**src/hpdc_mem_pkg.sv**
```systemverilog
// Cache-side memory interface types: requests, write data, responses and invalidations
package hpdc_mem_pkg;

    localparam int unsigned MEM_DATA_W    = 128;
    localparam int unsigned MEM_BE_W      = MEM_DATA_W / 8;
    localparam int unsigned BE_IDX_W      = $clog2(MEM_BE_W); // Byte index within a beat
    localparam int unsigned PA_W          = 40;
    localparam int unsigned MEM_ID_W      = 4;
    localparam int unsigned PORT_ID_W     = 3;
    localparam int unsigned LINE_OFFSET_W = 4;  // 16-byte lines for invalidation

    // Request size code, log2 of the byte count
    localparam logic [2:0] MEM_SIZE_16B = 3'd4;

    typedef enum logic [2:0] {
        IFILL     = 3'd0,
        READ      = 3'd1,
        WRITE     = 3'd2,
        UNC_READ  = 3'd3,
        UNC_WRITE = 3'd4
    } hpdc_req_class_e;

    typedef struct packed {
        logic [PA_W-1:0]     addr;
        logic [2:0]          size;
        logic [MEM_ID_W-1:0] id;
        hpdc_req_class_e     req_class;
        logic                cacheable;
    } hpdc_mem_req_t;

    typedef struct packed {
        logic [MEM_DATA_W-1:0] data;
        logic [MEM_BE_W-1:0]   be;
    } hpdc_mem_wdata_t;

    typedef struct packed {
        logic                  error;
        logic [MEM_ID_W-1:0]   id;
        logic [MEM_DATA_W-1:0] data;
    } hpdc_mem_resp_t;

    // Line-aligned address of a line to drop from the data cache
    typedef struct packed {
        logic [PA_W-1:0] addr;
    } hpdc_inval_t;

endpackage

```
**src/l15_pkg.sv**
```systemverilog
// L1.5 port types: request and return words, type codes and thread-id constants
package l15_pkg;

    localparam int unsigned L15_TID_W        = 2;
    localparam int unsigned NUM_TIDS         = 2 ** L15_TID_W;
    localparam int unsigned INVAL_FIFO_DEPTH = 4;
    localparam int unsigned INVAL_PTR_W      = $clog2(INVAL_FIFO_DEPTH);
    localparam int unsigned L15_ADDR_W       = 40;
    localparam int unsigned L15_DATA_W       = 64;
    localparam int unsigned L15_RTRN_DATA_W  = 128;

    typedef enum logic [4:0] {
        LOAD  = 5'b00000,
        STORE = 5'b00001,
        IMISS = 5'b10000
    } l15_rqtype_e;

    typedef enum logic [3:0] {
        LOAD_RET  = 4'b0000,
        IFILL_RET = 4'b0001,
        EVICT_REQ = 4'b0011,
        ST_ACK    = 4'b0100,
        ERR_RET   = 4'b1100
    } l15_rettype_e;

    localparam logic [2:0] L15_SIZE_1B       = 3'b000;
    localparam logic [2:0] L15_SIZE_2B       = 3'b001;
    localparam logic [2:0] L15_SIZE_4B       = 3'b010;
    localparam logic [2:0] L15_SIZE_8B       = 3'b011;
    localparam logic [2:0] L15_SIZE_LINE     = 3'b111; // 16B on loads, 32B on fills
    localparam logic [2:0] L15_SIZE_IFILL_NC = L15_SIZE_4B;

    typedef logic [L15_TID_W-1:0] l15_tid_t;

    typedef struct packed {
        logic                  val;
        l15_rqtype_e           rqtype;
        logic                  nc;
        logic [2:0]            size;
        l15_tid_t              threadid;
        logic [L15_ADDR_W-1:0] address;
        logic [L15_DATA_W-1:0] data;
    } l15_req_t;

    typedef struct packed {
        logic                       val;
        logic                       header_ack;
        logic                       ack;
        l15_rettype_e               returntype;
        l15_tid_t                   threadid;
        logic [L15_RTRN_DATA_W-1:0] data;
        logic                       inval_dcache;
        logic [L15_ADDR_W-1:0]      transducer_address;
    } l15_rtrn_t;

endpackage

```
**src/l15_req_encoder.sv**
```systemverilog
`timescale 1ns/1ps
// L1.5 request encoder: classifies and sizes cache requests and runs the header_ack/ack handshake
module l15_req_encoder (
    input  logic                               clk_i,
    input  logic                               rst_ni,
    input  logic                               req_valid_i,
    input  hpdc_mem_pkg::hpdc_mem_req_t        req_i,
    input  hpdc_mem_pkg::hpdc_mem_wdata_t      req_wdata_i,
    input  logic [hpdc_mem_pkg::PORT_ID_W-1:0] req_pid_i,
    output logic                               req_ready_o,
    input  l15_pkg::l15_rtrn_t                 l15_rtrn_i,
    output l15_pkg::l15_req_t                  l15_req_o,
    input  logic                               free_tid_valid_i,
    input  l15_pkg::l15_tid_t                  free_tid_i,
    output logic                               grant_o,
    output l15_pkg::l15_tid_t                  grant_tid_o,
    output logic [hpdc_mem_pkg::MEM_ID_W-1:0]  grant_id_o,
    output logic [hpdc_mem_pkg::PORT_ID_W-1:0] grant_pid_o
);
    import hpdc_mem_pkg::*;
    import l15_pkg::*;

    typedef enum logic [1:0] {
        IDLE,
        WAIT_HDR_ACK,
        WAIT_ACK
    } state_e;

    state_e                state_q, state_d;
    logic                  req_val;
    logic [BE_IDX_W:0]     be_count;
    logic [BE_IDX_W-1:0]   hi_byte;
    logic [BE_IDX_W-1:0]   lo_byte;
    logic [2:0]            st_size;
    logic [PA_W-1:0]       st_addr;
    logic [L15_DATA_W-1:0] lane_data;
    logic [L15_DATA_W-1:0] rep_data;

    // Byte-enable population count and highest enabled byte
    always_comb begin
        be_count = '0;
        hi_byte  = '0;
        for (int i = 0; i < MEM_BE_W; i++) begin
            be_count = be_count + (BE_IDX_W + 1)'(req_wdata_i.be[i]);
            if (req_wdata_i.be[i]) begin
                hi_byte = BE_IDX_W'(i);
            end
        end
    end

    // Enabled bytes form one contiguous run
    assign lo_byte   = hi_byte - be_count[BE_IDX_W-1:0] + 1'b1;
    assign lane_data = lo_byte[3] ? req_wdata_i.data[127:64] : req_wdata_i.data[63:0];

    always_comb begin
        st_addr = {req_i.addr[PA_W-1:3], lo_byte[2:0]}; // Aligned to the run
        case (be_count)
            5'd1: st_size = L15_SIZE_1B;
            5'd2: st_size = L15_SIZE_2B;
            5'd4: st_size = L15_SIZE_4B;
            5'd8: begin
                st_size = L15_SIZE_8B;
                st_addr = req_i.addr;
            end
            default: begin
                st_size = L15_SIZE_LINE;
                st_addr = req_i.addr;
            end
        endcase
    end

    // Narrow uncached stores carry their bytes in every lane position
    always_comb begin
        case (st_size)
            L15_SIZE_1B: rep_data = {8{lane_data[{lo_byte[2:0], 3'b000} +: 8]}};
            L15_SIZE_2B: rep_data = {4{lane_data[{lo_byte[2:0], 3'b000} +: 16]}};
            L15_SIZE_4B: rep_data = {2{lane_data[{lo_byte[2:0], 3'b000} +: 32]}};
            default:     rep_data = lane_data;
        endcase
    end

    always_comb begin
        l15_req_o.val      = req_val;
        l15_req_o.nc       = ~req_i.cacheable;
        l15_req_o.threadid = free_tid_i;
        l15_req_o.address  = req_i.addr;
        l15_req_o.data     = (req_i.req_class == UNC_WRITE) ? rep_data : lane_data;
        case (req_i.req_class)
            IFILL: begin
                l15_req_o.rqtype = IMISS;
                l15_req_o.size   = req_i.cacheable ? L15_SIZE_LINE : L15_SIZE_IFILL_NC;
            end
            READ, UNC_READ: begin
                l15_req_o.rqtype = LOAD;
                l15_req_o.size   = (req_i.size == MEM_SIZE_16B) ? L15_SIZE_LINE : req_i.size;
            end
            default: begin // Cached and uncached stores
                l15_req_o.rqtype  = STORE;
                l15_req_o.size    = st_size;
                l15_req_o.address = st_addr;
            end
        endcase
    end

    // Handshake FSM, val drops while waiting for ack
    always_comb begin
        state_d     = state_q;
        req_val     = 1'b0;
        req_ready_o = 1'b0;
        case (state_q)
            IDLE: begin
                if (req_valid_i && free_tid_valid_i) begin
                    req_val = 1'b1;
                    if (!l15_rtrn_i.header_ack) begin
                        state_d = WAIT_HDR_ACK;
                    end else if (l15_rtrn_i.ack) begin
                        req_ready_o = 1'b1;
                    end else begin
                        state_d = WAIT_ACK;
                    end
                end
            end
            WAIT_HDR_ACK: begin
                req_val = 1'b1;
                if (l15_rtrn_i.header_ack) begin
                    if (l15_rtrn_i.ack) begin
                        req_ready_o = 1'b1;
                        state_d     = IDLE;
                    end else begin
                        state_d = WAIT_ACK;
                    end
                end
            end
            WAIT_ACK: begin
                if (l15_rtrn_i.ack) begin
                    req_ready_o = 1'b1;
                    state_d     = IDLE;
                end
            end
            default: state_d = IDLE;
        endcase
    end

    always_ff @(posedge clk_i or negedge rst_ni) begin
        if (!rst_ni) begin
            state_q <= IDLE;
        end else begin
            state_q <= state_d;
        end
    end

    assign grant_o     = req_ready_o; // Request accepted by the L1.5
    assign grant_tid_o = free_tid_i;
    assign grant_id_o  = req_i.id;
    assign grant_pid_o = req_pid_i;

endmodule

```
**src/l15_thread_table.sv**
```systemverilog
`timescale 1ns/1ps
// Thread-id table: free list of L1.5 thread ids and the request and port id held per id
module l15_thread_table (
    input  logic                               clk_i,
    input  logic                               rst_ni,
    input  logic                               grant_i,
    input  l15_pkg::l15_tid_t                  grant_tid_i,
    input  logic [hpdc_mem_pkg::MEM_ID_W-1:0]  grant_id_i,
    input  logic [hpdc_mem_pkg::PORT_ID_W-1:0] grant_pid_i,
    input  logic                               release_i,
    input  l15_pkg::l15_tid_t                  release_tid_i,
    output logic                               free_tid_valid_o,
    output l15_pkg::l15_tid_t                  free_tid_o,
    input  l15_pkg::l15_tid_t                  lookup_tid_i,
    output logic [hpdc_mem_pkg::MEM_ID_W-1:0]  lookup_id_o,
    output logic [hpdc_mem_pkg::PORT_ID_W-1:0] lookup_pid_o
);
    import hpdc_mem_pkg::*;
    import l15_pkg::*;

    l15_tid_t             free_list_q [NUM_TIDS];
    l15_tid_t             rd_ptr_q;
    l15_tid_t             wr_ptr_q;
    logic [L15_TID_W:0]   free_cnt_q;
    logic [MEM_ID_W-1:0]  id_tab_q  [NUM_TIDS];
    logic [PORT_ID_W-1:0] pid_tab_q [NUM_TIDS];

    assign free_tid_valid_o = (free_cnt_q != '0);
    assign free_tid_o       = free_list_q[rd_ptr_q];

    // Circular free list, pointers wrap at NUM_TIDS
    always_ff @(posedge clk_i or negedge rst_ni) begin
        if (!rst_ni) begin
            for (int i = 0; i < NUM_TIDS; i++) begin
                free_list_q[i] <= l15_tid_t'(i);
            end
            rd_ptr_q   <= '0;
            wr_ptr_q   <= '0;
            free_cnt_q <= (L15_TID_W + 1)'(NUM_TIDS);
        end else begin
            if (grant_i) begin
                rd_ptr_q <= rd_ptr_q + 1'b1;
            end
            if (release_i) begin
                free_list_q[wr_ptr_q] <= release_tid_i;
                wr_ptr_q              <= wr_ptr_q + 1'b1;
            end
            case ({grant_i, release_i})
                2'b10:   free_cnt_q <= free_cnt_q - 1'b1;
                2'b01:   free_cnt_q <= free_cnt_q + 1'b1;
                default: free_cnt_q <= free_cnt_q;
            endcase
        end
    end

    // Ids recorded at grant, read back by the return path
    always_ff @(posedge clk_i) begin
        if (grant_i) begin
            id_tab_q[grant_tid_i]  <= grant_id_i;
            pid_tab_q[grant_tid_i] <= grant_pid_i;
        end
    end

    assign lookup_id_o  = id_tab_q[lookup_tid_i];
    assign lookup_pid_o = pid_tab_q[lookup_tid_i];

endmodule

```
**src/l15_inval_fifo.sv**
```systemverilog
`timescale 1ns/1ps
// Invalidation FIFO holding data-cache line invalidations until the cache takes them
module l15_inval_fifo (
    input  logic                      clk_i,
    input  logic                      rst_ni,
    input  logic                      push_i,
    input  hpdc_mem_pkg::hpdc_inval_t inval_i,
    output logic                      full_o,
    output logic                      inval_valid_o,
    input  logic                      inval_ready_i,
    output hpdc_mem_pkg::hpdc_inval_t inval_o
);
    import hpdc_mem_pkg::*;
    import l15_pkg::*;

    localparam logic [INVAL_PTR_W-1:0] LAST = INVAL_PTR_W'(INVAL_FIFO_DEPTH - 1);

    hpdc_inval_t            mem_q [INVAL_FIFO_DEPTH];
    logic [INVAL_PTR_W-1:0] rd_ptr_q;
    logic [INVAL_PTR_W-1:0] wr_ptr_q;
    logic [INVAL_PTR_W:0]   count_q;
    logic                   pop;

    assign full_o        = (count_q == (INVAL_PTR_W + 1)'(INVAL_FIFO_DEPTH));
    assign inval_valid_o = (count_q != '0);
    assign inval_o       = mem_q[rd_ptr_q];
    assign pop           = inval_valid_o & inval_ready_i;

    always_ff @(posedge clk_i or negedge rst_ni) begin
        if (!rst_ni) begin
            rd_ptr_q <= '0;
            wr_ptr_q <= '0;
            count_q  <= '0;
        end else begin
            if (push_i) begin
                wr_ptr_q <= (wr_ptr_q == LAST) ? '0 : wr_ptr_q + 1'b1;
            end
            if (pop) begin
                rd_ptr_q <= (rd_ptr_q == LAST) ? '0 : rd_ptr_q + 1'b1;
            end
            case ({push_i, pop})
                2'b10:   count_q <= count_q + 1'b1;
                2'b01:   count_q <= count_q - 1'b1;
                default: count_q <= count_q;
            endcase
        end
    end

    always_ff @(posedge clk_i) begin
        if (push_i) begin
            mem_q[wr_ptr_q] <= inval_i; // Decoder never pushes when full
        end
    end

endmodule

```
**src/l15_resp_decoder.sv**
```systemverilog
`timescale 1ns/1ps
// L1.5 return decoder: builds cache responses and invalidations and acknowledges the return
module l15_resp_decoder (
    input  l15_pkg::l15_rtrn_t                 l15_rtrn_i,
    input  logic                               resp_ready_i,
    output logic                               resp_valid_o,
    output hpdc_mem_pkg::hpdc_mem_resp_t       resp_o,
    output logic [hpdc_mem_pkg::PORT_ID_W-1:0] resp_pid_o,
    output logic                               l15_req_ack_o,
    output logic                               release_o,
    output l15_pkg::l15_tid_t                  release_tid_o,
    output logic                               inval_push_o,
    output hpdc_mem_pkg::hpdc_inval_t          inval_o,
    input  logic                               inval_full_i,
    output l15_pkg::l15_tid_t                  lookup_tid_o,
    input  logic [hpdc_mem_pkg::MEM_ID_W-1:0]  lookup_id_i,
    input  logic [hpdc_mem_pkg::PORT_ID_W-1:0] lookup_pid_i
);
    import hpdc_mem_pkg::*;
    import l15_pkg::*;

    logic is_evict;
    logic inval_ok;

    assign is_evict = (l15_rtrn_i.returntype == EVICT_REQ); // Invalidation only
    assign inval_ok = ~l15_rtrn_i.inval_dcache | ~inval_full_i;

    assign resp_valid_o  = l15_rtrn_i.val & ~is_evict & inval_ok;
    assign l15_req_ack_o = is_evict ? l15_rtrn_i.val & ~inval_full_i
                                    : l15_rtrn_i.val & resp_ready_i & inval_ok;

    // Thread id goes back once its response is taken
    assign release_o     = l15_req_ack_o & ~is_evict;
    assign release_tid_o = l15_rtrn_i.threadid;
    assign lookup_tid_o  = l15_rtrn_i.threadid;

    assign resp_o.error = (l15_rtrn_i.returntype == ERR_RET);
    assign resp_o.id    = lookup_id_i;
    assign resp_o.data  = l15_rtrn_i.data;
    assign resp_pid_o   = lookup_pid_i;

    assign inval_push_o = l15_req_ack_o & (is_evict | l15_rtrn_i.inval_dcache);
    assign inval_o.addr = {l15_rtrn_i.transducer_address[PA_W-1:LINE_OFFSET_W],
                           {LINE_OFFSET_W{1'b0}}};

endmodule

```
**src/hpdc_l15_adapter.sv**
```systemverilog
`timescale 1ns/1ps
// Data cache to L1.5 adapter: request encoder, thread table, invalidation FIFO and return decoder
module hpdc_l15_adapter (
    input  logic                               clk_i,
    input  logic                               rst_ni,
    input  logic                               req_valid_i,
    input  hpdc_mem_pkg::hpdc_mem_req_t        req_i,
    input  hpdc_mem_pkg::hpdc_mem_wdata_t      req_wdata_i,
    input  logic [hpdc_mem_pkg::PORT_ID_W-1:0] req_pid_i,
    output logic                               req_ready_o,
    output l15_pkg::l15_req_t                  l15_req_o,
    output logic                               l15_req_ack_o,
    input  l15_pkg::l15_rtrn_t                 l15_rtrn_i,
    input  logic                               resp_ready_i,
    output logic                               resp_valid_o,
    output hpdc_mem_pkg::hpdc_mem_resp_t       resp_o,
    output logic [hpdc_mem_pkg::PORT_ID_W-1:0] resp_pid_o,
    input  logic                               inval_ready_i,
    output logic                               inval_valid_o,
    output hpdc_mem_pkg::hpdc_inval_t          inval_req_o
);
    import hpdc_mem_pkg::*;
    import l15_pkg::*;

    logic                 free_tid_valid;
    l15_tid_t             free_tid;
    logic                 grant;
    l15_tid_t             grant_tid;
    logic [MEM_ID_W-1:0]  grant_id;
    logic [PORT_ID_W-1:0] grant_pid;
    logic                 rel;
    l15_tid_t             release_tid;
    l15_tid_t             lookup_tid;
    logic [MEM_ID_W-1:0]  lookup_id;
    logic [PORT_ID_W-1:0] lookup_pid;
    logic                 inval_push;
    logic                 inval_full;
    hpdc_inval_t          inval;

    l15_req_encoder i_l15_req_encoder (
        .clk_i,
        .rst_ni,
        .req_valid_i,
        .req_i,
        .req_wdata_i,
        .req_pid_i,
        .req_ready_o,
        .l15_rtrn_i,
        .l15_req_o,
        .free_tid_valid_i (free_tid_valid),
        .free_tid_i       (free_tid),
        .grant_o          (grant),
        .grant_tid_o      (grant_tid),
        .grant_id_o       (grant_id),
        .grant_pid_o      (grant_pid)
    );

    l15_thread_table i_l15_thread_table (
        .clk_i,
        .rst_ni,
        .grant_i          (grant),
        .grant_tid_i      (grant_tid),
        .grant_id_i       (grant_id),
        .grant_pid_i      (grant_pid),
        .release_i        (rel),
        .release_tid_i    (release_tid),
        .free_tid_valid_o (free_tid_valid),
        .free_tid_o       (free_tid),
        .lookup_tid_i     (lookup_tid),
        .lookup_id_o      (lookup_id),
        .lookup_pid_o     (lookup_pid)
    );

    l15_inval_fifo i_l15_inval_fifo (
        .clk_i,
        .rst_ni,
        .push_i        (inval_push),
        .inval_i       (inval),
        .full_o        (inval_full),
        .inval_valid_o,
        .inval_ready_i,
        .inval_o       (inval_req_o)
    );

    l15_resp_decoder i_l15_resp_decoder (
        .l15_rtrn_i,
        .resp_ready_i,
        .resp_valid_o,
        .resp_o,
        .resp_pid_o,
        .l15_req_ack_o,
        .release_o     (rel),
        .release_tid_o (release_tid),
        .inval_push_o  (inval_push),
        .inval_o       (inval),
        .inval_full_i  (inval_full),
        .lookup_tid_o  (lookup_tid),
        .lookup_id_i   (lookup_id),
        .lookup_pid_i  (lookup_pid)
    );

endmodule

```
**config.mk**
```make
export PLATFORM = sky130hd
export DESIGN_NAME = hpdc_l15_adapter
export DESIGN_NICKNAME = d
export VERILOG_FILES = /design/src/hpdc_mem_pkg.sv /design/src/l15_pkg.sv /design/src/l15_req_encoder.sv /design/src/l15_thread_table.sv /design/src/l15_inval_fifo.sv /design/src/l15_resp_decoder.sv /design/src/hpdc_l15_adapter.sv
export SDC_FILE = /design/constraint.sdc
export NUM_CORES = 1
export LEC_CHECK = 0
export ABC_AREA = 1
export BUFFER_PORTS_ARGS = -buffer_cell sky130_fd_sc_hd__buf_2
export CORE_AREA = 2 2 261 263
export CTS_CLUSTER_SIZE = 24
export DETAILED_ROUTE_END_ITERATION = 8
export DIE_AREA = 0 0 263 265
export PLACE_DENSITY = 0.43
export SETUP_SLACK_MARGIN = 0.2
export SYNTH_ARGS = -nofsm -noshare
export SYNTH_HDL_FRONTEND = slang
export SYNTH_SLANG_ARGS = --single-unit
```
**constraint.sdc**
```tcl
create_clock -name clk_i -period 13.1 [get_ports clk_i]
set_clock_uncertainty 0.2 [all_clocks]
set_input_delay 3.93 -clock clk_i [delete_from_list [all_inputs] [get_ports clk_i]]
set_output_delay 3.93 -clock clk_i [all_outputs]
set_load 0.01 [all_outputs]
```
==> results.md, run 1 <==
- Max-Cap Viols: 0
- Mean Syn Cell Area: 8.14 µm²
- Adder and majority cell fraction of the synthesized area: 0.0370
- Critical path class: in2out
- Site Rows: 95
- Final hold violations: 0
- Largest net degree at the start of global routing: 75
- Final net count: 2386
- Final core occ: 0.285
- WHS: 290 ps
- Count leader, synth: nand2_1
- Slowest stage cell, crit path: fa_1
- CP startpoint: req_wdata_i[1]
- Yosys reg bits: 196
- Status: finished with violations
- Largest family of logic cells by synthesized area: simple AND/OR/NAND/NOR gates
- Synth Area in Simple Gates: 0.290
- Final wirelength: 68.1 mm
- Unrepaired setup endpoints after global routing: yes
- Clock sinks: 196
- CTS clk-pin slew, worst paths: 70 ps
- GPL Wtd Cong: 0.917
- WL/cell: 23.8 µm
- Antenna violations before repair: 16
- Post-synth cell types: 46
- Syn Inst Count: 1696
- Vias per cell: 4.64
- Core area: 66800 µm²
- CP arrival: 9850 ps
- Starting Density: 0.207
- Final Setup Violations: 64
- First drt pass iteration count: 5
- Layout area overhead: 38.1%
- Number of CTS-inserted buffers: 17
- WP data required: 8970 ps
- Worst hold path class: reg2reg
- Via count: 13300
- Crit path time final: 13980 ps
- Sequential fraction of the synthesis area: 0.418
- Async SR Flop Fraction: 0.122
- Initial drt markers: 747
- Cell Area, Synth: 13800 µm²
- Crit-path max FO: 5
- Vias in the first global route: 13100
- CP Launch Type: primary input
- Port Buffer Count: 335
- Post-synthesis xor/xnor area fraction: 0.00571
- Die width: 263 µm
- Vert. Die Dim: 265 µm
- Main synth FF type: edfxtp_1
- Max-slew violations: 0
- Synth Area in Compound Gates: 0.0885
- Fmax: 0.0715 GHz
- Final-layout fill cell count: 7189
- Hold_sp: i_l15_thread_table.free_cnt_q[2]
- Htree depth: 4
- Post-synthesis mux area share: 0.000816
- DR DRC count: 0
- Slew HR: 0.254
- Worst-margin pin slew: 1110 ps
- CTS tree: yes
- Remaining antenna violation count: 0
- Clk buf depth: 2
- First-pass GRT wire length: 95.0 mm
- All-Layer GR Usage: 0.187
- Warnings, synthesis: 0
- Synth top cells by count: 350 x nand2_1, 296 x nand3_1, 177 x buf_4, 172 x edfxtp_1, 121 x o21ai_0
- Detailed placement HPWL: 52.9 mm
- Reg-to-reg startpoint: i_l15_inval_fifo.count_q[0]
- Worst Setup End Kind: output port
- Layout cells sized above 1: 0.461
- Synth top area share: 0.374
- Failing checks: setup timing
- CP peak stage delay: 510 ps
- Top post-synthesis cells by area: edfxtp_1 37%, nand3_1 11%, buf_4 9.6%
- Clk_lat worst skew: 430 ps
- Die area: 69700 µm²
- Io pins: 677
- Grt total ovfl: 0
- Post-synth EDFFs: 172
- Cts-stage hold buffer count: 0
- Root buf cell: clkbuf_16
- Slack of the critical path: -884 ps
- Fin crit share: 1.07
- Cell taking the most area after synthesis: edfxtp_1
[worst max-delay path, delay by kind of cell]
family	cells	cell delay (ps)
and+or+nand+nor	11	1080
adders and majority gates	9	3520
buffers and inverters	11	1040
xor gates and xnor gates	1	230
[stage by stage]
stage | cell area [µm²] | TNS [ps] | instances | worst slack [ps]
final | 19100 | -51910 | 2860 | -884
after global routing | 19000 | -67940 | 2859 | -1130
after CTS | 18400 | -51320 | 2853 | -893
after detailed placement | 16600 | -65230 | 2800 | -1110
after global placement | 16600 | -63850 | 2800 | -1080
after floorplan | 14200 | -16400 | 1702 | -308
[layout by cell type, fill, tap and decap left out, drive strengths merged, types with 6 or more instances in the layout]
| cell | count |
|---|---|
| nand3 | 326 |
| conb | 7 |
| o21a | 7 |
| nand2 | 378 |
| inv | 128 |
| a21oi | 24 |
| fa | 13 |
| o22ai | 44 |
| buf | 508 |
| dfrtp | 19 |
| edfxtp | 172 |
| ha | 20 |
| nor3 | 14 |
| nor2 | 113 |
| o211ai | 6 |
| o21ai | 133 |
| and2 | 14 |
| clkbuf | 18 |
[logic make-up after synthesis]
kind of cell	count (synthesis)
fa+ha+maj	33
buf+inv	378
simple gates	857
flops	196
other cells	1
compound gates	221
mux	1
xor+xnor	9
[layout make-up]
cell class | instances | area (µm²) | share of cell area
Inverter | 120 | 453 | 0.0238
Sequential cell | 196 | 5770 | 0.303
Tap cell | 873 | 1090 | 0.0573
Timing Repair Buffer | 509 | 3680 | 0.193
Clock inverter | 15 | 159 | 0.00834
Antenna cell | 2 | 5.00 | 0.000263
Clock buffer | 17 | 425 | 0.0223
Multi-Input combinational cell | 1128 | 7470 | 0.392
[per-layer routing]
layer / part of all wire / track usage / vias up
met2: 0.45 / 0.294 / 740
met3: 0.18 / 0.152 / 144
met4: 0.028 / 0.0486 / 34
met1: 0.34 / 0.185 / 6228
met5: 0.013 / 0.0769 / -
li1: - / - / 6132
[repair_timing]
action,4_1_cts,5_1_grt
gates resized for setup,220,117
endpoints found under the setup margin,65,67
setup buffers,16,4
endpoints found under the hold margin,0,0
pin swaps,22,30
gates cloned,5,1
[state kept, by name, indices dropped and copies added (netlist names)]
register	flops
i_l15_inval_fifo.mem_q	144
i_l15_thread_table.id_tab_q	16
i_l15_thread_table.pid_tab_q	12
i_l15_thread_table.free_list_q	8
i_l15_inval_fifo.count_q	3
i_l15_thread_table.free_cnt_q	3
i_l15_inval_fifo.rd_ptr_q	2
i_l15_inval_fifo.wr_ptr_q	2
i_l15_req_encoder.state_q	2
i_l15_thread_table.rd_ptr_q	2
i_l15_thread_table.wr_ptr_q	2
[path summary, 6_finish.rpt]
kind / cells after the start / endpoint / slack (ps)
min in group asynchronous: 1 / i_l15_inval_fifo.count_q[0] / 3280
setup reg to reg: 11 / i_l15_inval_fifo.count_q[2] / 9770
hold reg to reg: 1 / i_l15_thread_table.free_cnt_q[2] / 290
setup / recovery: 32 / l15_req_o[4] / -880
hold / removal: 1 / i_l15_thread_table.free_cnt_q[2] / 290
max in group asynchronous: 1 / i_l15_inval_fifo.rd_ptr_q[0] / 8990
Power of run 1 is left out: the tool's default activity adds up to more than one toggle a clock period on the data nets, which glitch-free logic cannot reach.
==> run 2: changes to the inputs <==
REMOVE_ABC_BUFFERS = 1   (was unset)
==> run 2 against run 1 <==
Effect of this change: the run still ends with setup timing left; utilization decreased by 0.37 points; first-iteration DRC count increased by 49%; count of clock-buffer cells in the layout unchanged; flip-flop and latch count unchanged; non-clock buffer count decreased by 4; critical path depth decreased by 1; sequential share of layout area increased by 0.40 points; wire length increased by 50%; register-to-register slack got worse by 280 ps; die area unchanged; fmax decreased by 0.38%; critical endpoint is now l15_req_o[60].
==> results.md, run 2 (same netlist as run 1, synthesis figures left out) <==
- Crit path time final: 14040 ps
- Worst Setup End Kind: output port
- Final hold violations: 0
- Worst-margin pin slew: 1210 ps
- CP endpoint: l15_req_o[60]
- Slowest stage cell, crit path: fa_2
- Core area: 66800 µm²
- Number of CTS-inserted buffers: 17
- Root buf cell: clkbuf_16
- CP peak stage delay: 590 ps
- Remaining antenna violation count: 0
- Largest register FFs: 144
- Max-slew violations: 0
- Multi-input gate area in the final layout: 7270 µm²
- Die width: 263 µm
- GPL Wtd Cong: 1.05
- R2r endpoint: i_l15_inval_fifo.count_q[2]
- Final-layout fill cell count: 7277
- Detailed placement HPWL: 84.5 mm
- Vias per cell: 4.83
- Unrepaired setup endpoints after global routing: yes
- Fin crit share: 1.07
- CTS clk-pin slew, worst paths: 70 ps
- Biggest regs: i_l15_inval_fifo.mem_q (144), i_l15_thread_table.id_tab_q (16), i_l15_thread_table.pid_tab_q (12)
- Crit-path max FO: 7
- Reg area: 5770 µm²
- Status: finished with violations
- Reg-to-reg startpoint: i_l15_inval_fifo.count_q[0]
- Layout area overhead: 36.3%
- Fmax: 0.0712 GHz
- Min-Delay Path Depth: 1
- Clk_lat worst skew: 450 ps
- DR DRC count: 0
- Port Buffer Count: 335
- Htree depth: 4
- CP arrival: 9910 ps
- Initial drt markers: 1113
- Via count: 13800
- Antenna violations before repair: 2
- Largest reg by FF count: i_l15_inval_fifo.mem_q
- Antenna Cells: 0
- Commonest cells after routing, fill and taps aside: 314 x buf_2, 229 x nand2_1, 183 x nand3_1
- Critical path class: in2out
- Vias in the first global route: 13000
- Failing checks: setup timing
- Cts-stage hold buffer count: 0
- First drt pass iteration count: 6
- Final wirelength: 102 mm
- CP Launch Type: primary input
- CP startpoint: req_wdata_i[0]
- Grt total ovfl: 0
- Die area: 69700 µm²
- Clk buf depth: 2
- Layout cells sized above 1: 0.449
- Final Setup Violations: 64
- Most common cell after layout, fill and taps aside: buf_2
- All-Layer GR Usage: 0.281
- Vert. Die Dim: 265 µm
- Starting Density: 0.207
- Slack of the critical path: -938 ps
- WL/cell: 35.8 µm
- Slew HR: 0.189
- WP data required: 8970 ps
- First-pass GRT wire length: 129 mm
- Worst R2R Path Depth: 11
- Final net count: 2382
- R2r setup slk: 9490 ps
- Worst hold path class: reg2reg
- Fin area: 18800 µm²
- CTS tree: yes
- Clock sinks: 196
- Largest net degree at the start of global routing: 76
- Max-Cap Viols: 0
- Io pins: 677
- Site Rows: 95
- Placed Area: 16200 µm²
[run 2: per-stage QoR]
step                      hold slack (ps)  instances  worst slack [ps]  setup TNS, ps   util
final                                 295       2852              -938         -54850  0.281
after global routing                  314       2852             -1160         -67660  0.281
after CTS                             298       2837             -1020         -59500  0.264
after detailed placement              279       2793             -1410         -77110  0.243
after global placement                276       2793             -1380         -76120  0.243
after floorplan                       259       1444             -3970        -225970      -
[run 2: area by class of cell]
type,count,share of cell area
Inverter,120,0.0240
Clock buffer,17,0.0226
Tap cell,873,0.0581
Clock inverter,13,0.00765
Multi-Input combinational cell,1128,0.387
Timing Repair Buffer,505,0.194
Sequential cell,196,0.307
[run 2: worst max-delay path, delay by kind of cell]
| kind | cells | cell delay (ps) |
|---|---|---|
| AO/OA/AOI/OAI | 2 | 250 |
| AND/OR/NAND/NOR | 9 | 840 |
| buffers and inverters | 9 | 850 |
| adder cells (fa/ha/maj) | 10 | 3830 |
| XOR/XNOR | 1 | 200 |
[run 2: metal layers]
metal / wire (µm) / up-vias / global-route usage / part of all wire
li1: - / 6112 / - / -
met1: 27400 / 6430 / 0.216 / 0.27
met2: 45700 / 1039 / 0.447 / 0.45
met3: 21200 / 170 / 0.275 / 0.21
met4: 7140 / 12 / 0.156 / 0.070
met5: 628 / - / 0.0624 / 0.0062
[run 2: how the worst min path moves through the flow]
| stage | from | end | slack (ps) |
|---|---|---|---|
| floorplan | i_l15_thread_table.free_list_q[2] | i_l15_thread_table.free_list_q[2] | 260 |
| finish | i_l15_thread_table.free_list_q[5] | i_l15_thread_table.free_list_q[5] | 290 |
| global route | i_l15_thread_table.free_cnt_q[2] | i_l15_thread_table.free_cnt_q[2] | 310 |
| detailed placement | i_l15_thread_table.free_list_q[2] | i_l15_thread_table.free_list_q[2] | 280 |
| global placement | i_l15_thread_table.free_cnt_q[2] | i_l15_thread_table.free_cnt_q[2] | 280 |
| CTS | i_l15_thread_table.free_list_q[5] | i_l15_thread_table.free_list_q[5] | 300 |
[run 2: timing repair]
item,4_1_cts,5_1_grt
setup buffers,10,10
resized for setup,162,227
hold endpoints to repair,0,0
setup endpoints to repair,67,67
gates cloned,4,5
pin swaps,28,46
Power of run 2 is left out for the same reason.
==> run 3: changes to the inputs <==
ABC_AREA = unset   (was 1)
CORE_AREA = 2 2 266 268   (was 2 2 261 263)
DIE_AREA = 0 0 268 270   (was 0 0 263 265)
PLACE_DENSITY = 0.41   (was 0.43)
clock period = 12.9 ns   (was 13.1 ns; I/O delays follow)
==> run 3 against run 2 <==
Effect of this change: count of clock-buffer cells in the layout unchanged; flip-flop and latch count did not move; utilization down 1.9 points; worst setup slack got worse by 720 ps; synthesized cell count is 33% lower; wire length shrank 10%; sequential share of layout area increased by 0.94 points; via count down 17%; register-to-register slack better by 400 ps; the run still ends with setup timing left.
==> results.md, run 3 <==
- Status: finished with violations
- Failing checks: setup timing
- Via count: 11400
- Core area: 69500 µm²
- WHS: 258 ps
- CTS tree: yes
- Worst hold path class: reg2reg
- Count leader, synth: buf_4
- Final hold violations: 0
- Max-slew violations: 0
- Detailed placement HPWL: 77.7 mm
- Largest register FFs: 144
- Layout Cells excl Fill: 2438
- Worst Setup End Kind: output port
- Cts-stage hold buffer count: 0
- Starting Density: 0.196
- Largest reg by FF count: i_l15_inval_fifo.mem_q
- Fin crit share: 1.13
- Synth top area share: 0.380
- Synth top cells by count: 173 x buf_4, 172 x edfxtp_1, 81 x mux4_2, 62 x mux2i_1, 60 x nand2_1
- GPL Wtd Cong: 0.931
- Io pins: 677
- Final Setup Violations: 64
- Crit path time final: 14560 ps
- Remaining antenna violation count: 0
- Main synth FF type: edfxtp_1
- Unrepaired setup endpoints after global routing: yes
- Post-Place Cells: 2373
- Slowest stage cell, crit path: fa_1
- Final net count: 1899
- Vias in the first global route: 11300
- Initial drt markers: 737
- Cell taking the most area after synthesis: edfxtp_1
- Top post-synthesis cells by area: edfxtp_1 38%, mux4_2 13%, buf_4 9.5%
- Cell Area, Synth: 13600 µm²
- Htree depth: 4
- WL/cell: 37.6 µm
- Max-Cap Viols: 0
- First-pass GRT wire length: 115 mm
- Warnings, synthesis: 0
- Most common cell after layout, fill and taps aside: buf_2
- Vias per cell: 4.68
- Fmax: 0.0687 GHz
- Post-synth EDFFs: 172
- CP arrival: 10490 ps
- Clk_lat worst skew: 440 ps
- Post-synth cell types: 73
- Antenna violations before repair: 4
- Sequential fraction of the synthesis area: 0.424
- Layout area overhead: 34.0%
- Vert. Die Dim: 270 µm
- CTS clk-pin slew, worst paths: 80 ps
- Slack of the critical path: -1660 ps
- Number of CTS-inserted buffers: 17
- Syn Inst Count: 1128
- CP Launch Type: primary input
- DR DRC count: 0
- Clk buf depth: 2
- Root buf cell: clkbuf_16
- Port Buffer Count: 335
- Slew HR: 0.388
- Mean Syn Cell Area: 12.1 µm²
- First drt pass iteration count: 7
- Die area: 72400 µm²
- Async SR Flop Fraction: 0.122
- Worst-margin pin slew: 915 ps
- Final wirelength: 91.6 mm
- Largest net degree at the start of global routing: 40
- Crit-path leading delay family: adder cells
- Clock sinks: 196
- Crit-path max FO: 7
- Site Rows: 97
- Worst path most repeated cell: fa_1
- Layout cells sized above 1: 0.567
- WP data required: 8830 ps
- WP buf/inv: 9
- Commonest cells after routing, fill and taps aside: 327 x buf_2, 190 x buf_4, 172 x edfxtp_1
- Yosys reg bits: 196
- Grt total ovfl: 0
- Die width: 268 µm
- Biggest regs: i_l15_inval_fifo.mem_q (144), i_l15_thread_table.id_tab_q (16), i_l15_thread_table.pid_tab_q (12)
- Critical path class: in2out
- CP peak stage delay: 550 ps
- All-Layer GR Usage: 0.245
run 3: kinds of logic (layout without fill, tap and decap cells):
| logic type | count (synthesis) | after routing | share of synthesized area |
|---|---|---|---|
| XOR/XNOR | 18 | 19 | 0.0126 |
| multiplexers | 175 | 175 | 0.207 |
| buffers and inverters | 290 | 652 | 0.135 |
| flip-flops | 196 | 196 | 0.424 |
| AO/OA/AOI/OAI | 227 | 227 | 0.119 |
| other | 1 | 8 | 0.000276 |
| AND/OR/NAND/NOR | 188 | 188 | 0.0653 |
| adder cells (fa/ha/maj) | 33 | 33 | 0.0375 |
run 3: area by class of cell:
cell class	count	area [µm²]
Multi-Input combinational cell	649	6730
Clock inverter	14	171
Tap cell	940	1180
Fill cell	7363	51300
Timing Repair Buffer	570	3770
Inverter	51	191
Sequential cell	196	5770
Clock buffer	17	425
Antenna cell	1	2.50
run 3: per-stage QoR:
step | util | TNS (ps) | setup WS [ps] | instance area, µm²
3_5_place_dp | 0.237 | -118980 | -2090 | 16500
2_1_floorplan | - | -332780 | -5540 | 12000
3_3_place_gp | 0.237 | -117750 | -2060 | 16500
5_1_grt | 0.262 | -109290 | -1840 | 18200
4_1_cts | 0.256 | -101420 | -1710 | 17800
6_report | 0.262 | -97910 | -1660 | 18200
run 3: routing by layer:
| layer | up-vias | routed length (µm) | global-route usage |
|---|---|---|---|
| met4 | 26 | 5130 | 0.120 |
| met1 | 5531 | 25300 | 0.192 |
| met5 | - | 1340 | 0.141 |
| met3 | 119 | 20000 | 0.251 |
| li1 | 4831 | - | - |
| met2 | 908 | 39900 | 0.373 |
run 3: worst reg2reg max path: cells and delay by family, from the launching register on:
family / cells / cell delay [ps]
compound gates: 3 / 800
simple gates: 3 / 700
buf+inv: 1 / 490
flops: 1 / 400
run 3: final timing paths:
check | from | end | slack [ps] | cells after the start
min in group asynchronous | rst_ni | i_l15_req_encoder.state_q[1] | 3230 | 1
worst min register to register | i_l15_req_encoder.state_q[1] | i_l15_req_encoder.state_q[0] | 260 | 1
worst max-delay path | req_wdata_i[1] | l15_req_o[13] | -1660 | 27
worst max register to register | i_l15_inval_fifo.count_q[0] | i_l15_inval_fifo.mem_q[3][22] | 9890 | 7
max in group asynchronous | rst_ni | i_l15_inval_fifo.rd_ptr_q[0] | 8860 | 1
worst min-delay path | i_l15_req_encoder.state_q[1] | i_l15_req_encoder.state_q[0] | 260 | 1
run 3: repair_timing:
item	in CTS	in global routing
pin swaps	17	37
setup endpoints to repair	68	68
gates cloned	3	0
resized for setup	125	81
buffers inserted	21	9
Power of run 3 is left out for the same reason.
